File: src/data/melee_wpn.dat
// One 12-bit RGB word per line, row-major, 8 columns by 4 rows, 02F is transparent
02F
02F
02F
02F
02F
02F
02F
EEE
840
02F
CCC
CCC
CCC
CCC
EEE
FFF
840
A60
DDD
DDD
DDD
DDD
EEE
FFF
840
F00
02F
02F
02F
02F
02F
02F

File: src/data/archer_wpn.dat
// One 12-bit RGB word per line, row-major, 6 columns by 6 rows, F00 is transparent
F00
F00
963
963
F00
F00
F00
963
F00
F00
02F
F00
963
F00
F00
F00
AAA
555
963
F00
F00
F00
AAA
555
F00
963
F00
F00
AAA
F00
F00
F00
963
963
F00
F00

File: src/rtl/game_pkg.sv
package game_pkg;

    // Raster pixel bus, one pixel per clock
    typedef struct packed {
        logic [10:0] hcount;
        logic [10:0] vcount;
        logic        hsync;
        logic        vsync;
        logic        hblnk;
        logic        vblnk;
        logic [11:0] rgb;
    } vga_bus_t;

    typedef enum logic [1:0] {
        GAME_IDLE,
        GAME_PLAY,
        GAME_OVER
    } game_state_t;

    typedef enum logic [1:0] {
        CLASS_NONE,
        CLASS_MELEE,
        CLASS_ARCHER
    } char_class_t;

    localparam logic [11:0] MELEE_KEY  = 12'h02F;  // Transparent colours
    localparam logic [11:0] ARCHER_KEY = 12'hF00;

    localparam int MELEE_W  = 8;
    localparam int MELEE_H  = 4;
    localparam int ARCHER_W = 6;
    localparam int ARCHER_H = 6;

    // 800x600 raster
    localparam int DEF_H_ACTIVE = 800;
    localparam int DEF_H_FP     = 40;
    localparam int DEF_H_SYNC   = 128;
    localparam int DEF_H_BP     = 88;
    localparam int DEF_V_ACTIVE = 600;
    localparam int DEF_V_FP     = 1;
    localparam int DEF_V_SYNC   = 4;
    localparam int DEF_V_BP     = 23;

    localparam int PIPE_DEPTH = 3;  // Overlay latency in clocks

endpackage
File: src/rtl/game_top.sv
`timescale 1ns/1ps

module game_top import game_pkg::*; #(
    parameter int H_ACTIVE = DEF_H_ACTIVE,
    parameter int H_FP     = DEF_H_FP,
    parameter int H_SYNC   = DEF_H_SYNC,
    parameter int H_BP     = DEF_H_BP,
    parameter int V_ACTIVE = DEF_V_ACTIVE,
    parameter int V_FP     = DEF_V_FP,
    parameter int V_SYNC   = DEF_V_SYNC,
    parameter int V_BP     = DEF_V_BP
) (
    input  logic        clk,
    input  logic        rst,
    input  logic [11:0] bg_rgb,
    input  game_state_t state,
    input  char_class_t char_class,
    input  logic        attack,
    input  logic [11:0] anim_x_offset,
    input  logic [11:0] melee_x,
    input  logic [11:0] melee_y,
    input  logic        melee_flip,
    input  logic [11:0] archer_x,
    input  logic [11:0] archer_y,
    input  logic        archer_flip,
    output vga_bus_t    out_bus
);

    vga_bus_t raw_bus;  // Timing output before the overlay

    vga_timing #(
        .H_ACTIVE (H_ACTIVE),
        .H_FP     (H_FP),
        .H_SYNC   (H_SYNC),
        .H_BP     (H_BP),
        .V_ACTIVE (V_ACTIVE),
        .V_FP     (V_FP),
        .V_SYNC   (V_SYNC),
        .V_BP     (V_BP)
    ) u_timing (
        .clk    (clk),
        .rst    (rst),
        .bg_rgb (bg_rgb),
        .bus    (raw_bus)
    );

    weapon_draw u_weapon (
        .clk           (clk),
        .rst           (rst),
        .state         (state),
        .char_class    (char_class),
        .attack        (attack),
        .anim_x_offset (anim_x_offset),
        .melee_x       (melee_x),
        .melee_y       (melee_y),
        .melee_flip    (melee_flip),
        .archer_x      (archer_x),
        .archer_y      (archer_y),
        .archer_flip   (archer_flip),
        .in_bus        (raw_bus),
        .out_bus       (out_bus)
    );

endmodule

File: src/rtl/weapon_draw.sv
`timescale 1ns/1ps

module weapon_draw import game_pkg::*; (
    input  logic        clk,
    input  logic        rst,
    input  game_state_t state,
    input  char_class_t char_class,
    input  logic        attack,
    input  logic [11:0] anim_x_offset,
    input  logic [11:0] melee_x,
    input  logic [11:0] melee_y,
    input  logic        melee_flip,
    input  logic [11:0] archer_x,
    input  logic [11:0] archer_y,
    input  logic        archer_flip,
    input  vga_bus_t    in_bus,
    output vga_bus_t    out_bus
);

    localparam int MELEE_DEPTH  = MELEE_W * MELEE_H;
    localparam int ARCHER_DEPTH = ARCHER_W * ARCHER_H;
    localparam int ADDR_W       = $clog2(ARCHER_DEPTH);
    localparam int M_ADDR_W     = $clog2(MELEE_DEPTH);

    logic [11:0] melee_rom  [MELEE_DEPTH];
    logic [11:0] archer_rom [ARCHER_DEPTH];

    initial $readmemh("/design/src/data/melee_wpn.dat", melee_rom);
    initial $readmemh("/design/src/data/archer_wpn.dat", archer_rom);

    logic              draw_en;
    logic [11:0]       m_cx;
    logic [11:0]       m_rel_x;
    logic [11:0]       m_rel_y;
    logic [11:0]       m_col;
    logic [11:0]       a_rel_x;
    logic [11:0]       a_rel_y;
    logic [11:0]       a_col;
    logic              hit_nxt;
    logic              melee_nxt;
    logic [ADDR_W-1:0] addr_nxt;

    vga_bus_t          s1_bus;
    logic              s1_hit;
    logic              s1_melee;
    logic [ADDR_W-1:0] s1_addr;

    vga_bus_t          s2_bus;
    logic              s2_hit;
    logic              s2_melee;
    logic [11:0]       s2_pix;

    always_comb begin
        draw_en = attack && (state == GAME_PLAY) && !in_bus.hblnk && !in_bus.vblnk;

        // Melee box follows the swing offset, mirrored side when flipped
        m_cx    = melee_flip ? melee_x - anim_x_offset : melee_x + anim_x_offset;
        m_rel_x = {1'b0, in_bus.hcount} - (m_cx - 12'(MELEE_W / 2));
        m_rel_y = {1'b0, in_bus.vcount} - (melee_y - 12'(MELEE_H));
        m_col   = melee_flip ? 12'(MELEE_W - 1) - m_rel_x : m_rel_x;

        a_rel_x = {1'b0, in_bus.hcount} - (archer_x - 12'(ARCHER_W / 2));
        a_rel_y = {1'b0, in_bus.vcount} - (archer_y - 12'(ARCHER_H));
        a_col   = archer_flip ? 12'(ARCHER_W - 1) - a_rel_x : a_rel_x;

        hit_nxt   = 1'b0;
        melee_nxt = 1'b0;
        addr_nxt  = '0;
        case (char_class)
            CLASS_MELEE: begin
                melee_nxt = 1'b1;
                hit_nxt   = draw_en && (m_rel_x < MELEE_W) && (m_rel_y < MELEE_H);
                addr_nxt  = ADDR_W'(m_rel_y * MELEE_W + m_col);
            end
            CLASS_ARCHER: begin
                hit_nxt  = draw_en && (a_rel_x < ARCHER_W) && (a_rel_y < ARCHER_H);
                addr_nxt = ADDR_W'(a_rel_y * ARCHER_W + a_col);
            end
            default: begin
                hit_nxt = 1'b0;  // No weapon for this class
            end
        endcase
    end

    // Stage 1: hit test and ROM address
    always_ff @(posedge clk) begin
        if (rst) begin
            s1_bus   <= '0;
            s1_hit   <= 1'b0;
            s1_melee <= 1'b0;
        end else begin
            s1_bus   <= in_bus;
            s1_hit   <= hit_nxt;
            s1_melee <= melee_nxt;
        end
    end

    always_ff @(posedge clk) begin
        s1_addr <= addr_nxt;
    end

    // Stage 2: ROM read
    always_ff @(posedge clk) begin
        if (rst) begin
            s2_bus   <= '0;
            s2_hit   <= 1'b0;
            s2_melee <= 1'b0;
        end else begin
            s2_bus   <= s1_bus;
            s2_hit   <= s1_hit;
            s2_melee <= s1_melee;
        end
    end

    always_ff @(posedge clk) begin
        s2_pix <= s1_melee ? melee_rom[s1_addr[M_ADDR_W-1:0]] : archer_rom[s1_addr];
    end

    // Stage 3: colour key and overlay
    always_ff @(posedge clk) begin
        if (rst) begin
            out_bus <= '0;
        end else begin
            out_bus <= s2_bus;
            if (s2_hit && (s2_pix != (s2_melee ? MELEE_KEY : ARCHER_KEY))) begin
                out_bus.rgb <= s2_pix;
            end
        end
    end

endmodule

File: src/rtl/vga_timing.sv
`timescale 1ns/1ps

module vga_timing import game_pkg::*; #(
    parameter int H_ACTIVE = DEF_H_ACTIVE,
    parameter int H_FP     = DEF_H_FP,
    parameter int H_SYNC   = DEF_H_SYNC,
    parameter int H_BP     = DEF_H_BP,
    parameter int V_ACTIVE = DEF_V_ACTIVE,
    parameter int V_FP     = DEF_V_FP,
    parameter int V_SYNC   = DEF_V_SYNC,
    parameter int V_BP     = DEF_V_BP
) (
    input  logic        clk,
    input  logic        rst,
    input  logic [11:0] bg_rgb,
    output vga_bus_t    bus
);

    localparam int H_TOTAL = H_ACTIVE + H_FP + H_SYNC + H_BP;
    localparam int V_TOTAL = V_ACTIVE + V_FP + V_SYNC + V_BP;

    logic [10:0] hcnt;
    logic [10:0] vcnt;
    logic        hblnk_nxt;
    logic        vblnk_nxt;
    logic        hsync_nxt;
    logic        vsync_nxt;

    always_ff @(posedge clk) begin
        if (rst) begin
            hcnt <= '0;
            vcnt <= '0;
        end else if (hcnt == H_TOTAL - 1) begin
            hcnt <= '0;
            vcnt <= (vcnt == V_TOTAL - 1) ? '0 : vcnt + 11'd1;  // Line wrap steps the frame
        end else begin
            hcnt <= hcnt + 11'd1;
        end
    end

    always_comb begin
        hblnk_nxt = (hcnt >= H_ACTIVE);
        vblnk_nxt = (vcnt >= V_ACTIVE);
        hsync_nxt = (hcnt >= H_ACTIVE + H_FP) && (hcnt < H_ACTIVE + H_FP + H_SYNC);
        vsync_nxt = (vcnt >= V_ACTIVE + V_FP) && (vcnt < V_ACTIVE + V_FP + V_SYNC);
    end

    // Counter value and its decode land in the same register
    always_ff @(posedge clk) begin
        if (rst) begin
            bus <= '0;
        end else begin
            bus.hcount <= hcnt;
            bus.vcount <= vcnt;
            bus.hsync  <= hsync_nxt;
            bus.vsync  <= vsync_nxt;
            bus.hblnk  <= hblnk_nxt;
            bus.vblnk  <= vblnk_nxt;
            bus.rgb    <= (hblnk_nxt || vblnk_nxt) ? 12'h000 : bg_rgb;  // Black in blanking
        end
    end

endmodule

File: config.mk
export PLATFORM = sky130hd
export DESIGN_NAME = game_top
export DESIGN_NICKNAME = d
export VERILOG_FILES = /design/src/rtl/game_pkg.sv /design/src/rtl/game_top.sv /design/src/rtl/weapon_draw.sv /design/src/rtl/vga_timing.sv
export SDC_FILE = /design/constraint.sdc
export NUM_CORES = 1
export LEC_CHECK = 0
export BUFFER_PORTS_ARGS = -buffer_cell sky130_fd_sc_hd__clkbuf_2
export CAP_MARGIN = 20
export CORE_MARGIN = 8
export CORE_UTILIZATION = 35
export CTS_BUF_LIST = sky130_fd_sc_hd__clkbuf_8
export DETAILED_ROUTE_END_ITERATION = 7
export PLACE_DENSITY = 0.61
export SLEW_MARGIN = 20
export SYNTH_ARGS = -nofsm -noshare
export SYNTH_HDL_FRONTEND = slang
export SYNTH_SLANG_ARGS = --single-unit
File: constraint.sdc
create_clock -name clk -period 3.6 [get_ports clk]
set_input_delay 0.72 -clock clk [delete_from_list [all_inputs] [get_ports clk]]
set_output_delay 0.72 -clock clk [all_outputs]
set_load 0.01 [all_outputs]
* Yosys cells after proc, flatten, opt, wreduce, memory -nomap -nowiden
Index checks and enable logic that the tools add are counted.
Cells by class: muxes and demuxes 7, reduce and logical (&&, ||, !) cells 15, multiply operators 0, bitwise gates (word level) 0, divide/modulo/power cells 0, shift operators 0, eq/ne operators 6, $lt $le $gt $ge 10, add/sub/neg operators 12
Operators with widths (number):
- 12-bit two-way mux | 4
- 11-bit by 12-bit subtractor with 12-bit output | 4
- 11-bit by 10-bit >= comparator with 1-bit output, second input constant | 4
- 12-bit by 3-bit less-than comparator with 1-bit output, second input constant | 3
- 12-bit by 3-bit subtractor with 12-bit output, second input constant | 3
- 11-bit by 1-bit adder with 11-bit output, second input constant | 2
- 11-bit by 10-bit less-than comparator with 1-bit output, second input constant | 2
- 12-bit adder | 1
- 12-bit by 4-bit less-than comparator with 1-bit output, second input constant | 1
- 12-bit inequality test | 1
- 12-bit subtractor | 1
- 12-bit by 2-bit subtractor with 12-bit output, second input constant | 1
- 11-bit by 10-bit equality test with 1-bit output, second input constant | 1
- 11-bit equality test, second input constant | 1
- 11-bit two-way mux | 1
- 1-bit logical AND | 10
- 2-bit by 1-bit equality test with 1-bit output, second input constant | 2
- 2-bit OR reduction | 2
- 2-bit equality test, second input constant | 1
- 1-bit logical NOT | 2
- 1-bit one-hot mux with 2 select lines | 1
- 1-bit logical OR | 1
- 1-bit two-way mux | 1
Storage, ports and cells: memories 0, bits in latches 0, bits in read-only memories 0, input bits 81, bits in writable memories 0, logic and storage cells 85, flip-flop bits (word level) 190

* Longest topological paths before layout
depth after elaboration 8, mapped depth 7

* Hierarchy
A second synthesis with hierarchy kept.
Second synthesis, totals: cells, all modules 456, area, all modules 5235.0 sq um
Modules (own cells, without submodules):
- weapon_draw | times used 1, cells an instance 240, sequential area each 2282.2 sq um, area an instance 3072.9 sq um
- vga_timing | times used 1, cells an instance 216, sequential area each 1201.2 sq um, area an instance 2162.1 sq um

* Worst setup path before layout
OpenSTA, ideal clock, no wires.
path kind register -> register, start register u_timing.hcnt[0], end register u_timing.vcnt[1], buffers on the path 1, data required time 3.529 ns, stages on the path, launching flop included 7, setup slack 1.991 ns, library setup time 0.071 ns, arrival time 1.538 ns, clock period less this slack 1.609 ns, cells stage by stage dfxtp_1 ha_1 and3_1 buf_2 nand4_1 or3b_1 a21oi_1
Between the ends: longest elaborated chain between the ends 1
Ends and longest elaborated chain:
- start, declared | line vga_timing.sv:22 | logic [10:0] hcnt;
- start signal, assigned | line vga_timing.sv:37 | hcnt <= hcnt + 11'd1;
- 11-bit equality test | line vga_timing.sv:33 | end else if (hcnt == H_TOTAL - 1) begin
- end signal, assigned | line vga_timing.sv:35 | vcnt <= (vcnt == V_TOTAL - 1) ? '0 : vcnt + 11'd1;
- end, declared | line vga_timing.sv:23 | logic [10:0] vcnt;
No other way between the ends. A chain may end at the register's enable or synchronous reset.

* Worst setup path after layout
start register u_timing.hcnt[0], end register u_timing.vcnt[8]
The elaborated chain is that of the path after synthesis.

==> flow_metrics.tcl <==
set metrics [dict create \
    status "finished, final reports clean" \
    overflow 0 \
    die_h_um 138 \
    die_w_um 138 \
    clockBufferDepth 2 \
    avgViaCountPerCell 4.17 \
    tightestPinTransition_ns 0.808 \
    synth.area.mux_share 0.00192 \
    drt_drc_violations_left 0 \
    irDropWorstVdd_mv 0.243 \
    syn_nets 544 \
    p_per_area_nw_per_um2 563 \
    dpl-instance-area_um2 5620 \
    wire_per_inst_um 10.1 \
    layout_commonest_cell "dfxtp_1" \
    cts_hold_buf 0 \
    finalCritPeriodShare 0.510 \
    globalplace.congestion 0.740 \
    syn2layout_area_growth_pct 16.1 \
    ys_seq_area_frac 0.669 \
    root_buffer "clkbuf_8" \
    ctsResizeCount 0 \
    numPortBuffers 51 \
    synth.avg_cell_area_um2 11.4 \
    first_iter_violations 98 \
    cp.required_ns 3.96 \
    clock-sinks 174 \
    ant_nets 0 \
    final-setup-viol-count 0 \
    max_cap_violations 0 \
    num_rows 44 \
    final_cell_mix "dfxtp_1 (174), nor2b_1 (130), clkbuf_2 (50)" \
    crit_arrival_ns 2.19 \
    post_cts_buffers 0 \
    fmax_mhz 545 \
    hpwlAfterDp_um 4600 \
    placed_cells 672 \
    synth_xor_area_frac 0.0185 \
    hold_class "reg -> reg" \
    cts_buffers 17 \
    insertion_delay_ns 0.42 \
    synth_area_um2 5210 \
    yosysUniqueCellTypes 40 \
    synth-seq-cells 174 \
    antenna_cells_inserted 0 \
    finalSetupTns_ns 0 \
    slew_headroom 0.461 \
    drive_gt1_frac 0.169 \
    die_area_um2 19000 \
    fin_skew_ns 0.0133 \
    synth-simple-area-share 0.248 \
    grt_start_max_net_pins 85 \
    final_cells 704 \
    synth_top_family_by_area "simple AND/OR/NAND/NOR gates" \
    fin_hold_ws_ns 0.427 \
    cts_tree "yes" \
    top_level_ports 119 \
    synthCells 458 \
    vias 2937 \
    clk_pin_slew_ns 0.08 \
    htreeDepth 4 \
    synth_fa_ha_area_frac 0.0120 \
    rsz0062_at_grt "no" \
    hold_viol_final 0 \
    start_util 0.358 \
    worstPathMaxFanout 8 \
    crit_type "reg -> reg" \
    min_period_ns 1.83 \
    synth_compound_area_frac 0.0262 \
    dr.pass1.iters 6 \
    design_area_um2 6050 \
    p_leak_nw 2.44 \
    grt_pass1_vias 2734 \
    antenna_found_initial 0 \
    finalNetCount 593 \
    startpoint_type "flip-flop" \
    wl_um 7120 \
    maxSlewViolCount 0 \
    endpoint_kind "flip-flop" \
    yosysWarnings 0 \
    grt_first_pass_wirelength_um 12100 \
    grt_use_total 0.0799 \
    core-area_um2 14500 \
]
layout make-up:
cell class	instances	area [µm²]
multi-input cells	253	1600
flip-flops and latches	174	3480
clock buffers	20	275
inverters	9	33.8
well taps	184	230
repair buffers	52	265
fillers	1410	8480
clock inverters	12	158
synth_stat cells (all sizes together):
master	instances	area [µm²]
o21bai	2	18.8
nor4	4	31.3
clkbuf	16	61.3
nand4	6	43.8
nand4b	1	8.76
a21o	1	7.51
and2	12	75.1
o31ai	1	7.51
or3b	1	8.76
a21oi	9	45.0
or3	7	43.8
xnor2	8	70.1
inv	9	33.8
nand2b	1	6.26
a211o	1	8.76
nor2b	130	813
nor2	24	90.1
o311ai	1	8.76
nand3	6	30.0
xor2	3	26.3
nand3b	1	7.51
nand4bb	1	11.3
and3	2	12.5
and4	2	17.5
mux2i	1	10.0
nor3b	1	12.5
or4	2	15.0
nor3	5	36.3
nand2	7	26.3
buf	6	35.0
dfxtp	174	3480
ha	5	62.6
o21ai	8	40.0
critical path: stages, from the launching register on:
cell and delay, ns:
dfxtp_1 0.40, ha_1 0.22, and3_1 0.32, nand4_1 0.30
or3_1 0.39, a21oi_1 0.14
through the flow:
| stage | total power, mW | setup slack, ns | util |
|---|---|---|---|
| after floorplan | 2.05 | 1.99 | - |
| after global placement | 2.06 | 1.07 | 0.386 |
| after detailed placement | 2.07 | 1.26 | 0.386 |
| after CTS | 3.46 | 1.70 | 0.416 |
| after global routing | 3.55 | 1.58 | 0.416 |
| final | 3.41 | 1.77 | 0.416 |
worst paths after layout:
path                                                   from                        endpoint  slack (ns)  cells past startpoint
worst max-delay path            u_timing.hcnt[0]$_SDFF_PP0_   u_timing.vcnt[8]$_SDFFE_PP0N_        1.77                      5
worst max register to register  u_timing.hcnt[0]$_SDFF_PP0_   u_timing.vcnt[8]$_SDFFE_PP0N_        1.77                      5
worst min register to register  u_timing.bus[18]$_SDFF_PP0_  u_weapon.s1_bus[18]$_SDFF_PP0_        0.43                      1
worst min-delay path            u_timing.bus[18]$_SDFF_PP0_  u_weapon.s1_bus[18]$_SDFF_PP0_        0.43                      1
registers in the layout, summed over array words and instances (netlist names):
name              flops
u_weapon.s1_bus      38
u_weapon.out_bus     38
u_timing.vcnt        11
u_timing.bus         38
u_timing.hcnt        11
u_weapon.s2_bus      38
routing by layer:
metal / wire length (µm) / GRT usage
met5: 0 / 0
met4: 62 / 0.0340
met3: 512 / 0.0384
met2: 3330 / 0.133
met1: 3220 / 0.0853
kinds of logic (layout without fill, tap and decap cells):
logic type,after synthesis,count (layout)
muxes,1,1
DFF,174,174
AOI/OAI and AO/OA,23,23
and+or+nand+nor,213,213
buffers and inverters,31,93
xor gates and xnor gates,11,11
adders and majority gates,5,5
power by group:
group	switching [mW]	internal, mW
Clock	0.641	0.748
Combinational	0.0396	0.0239
Sequential	0.00750	1.95
(Power assumes the default switching activity.)
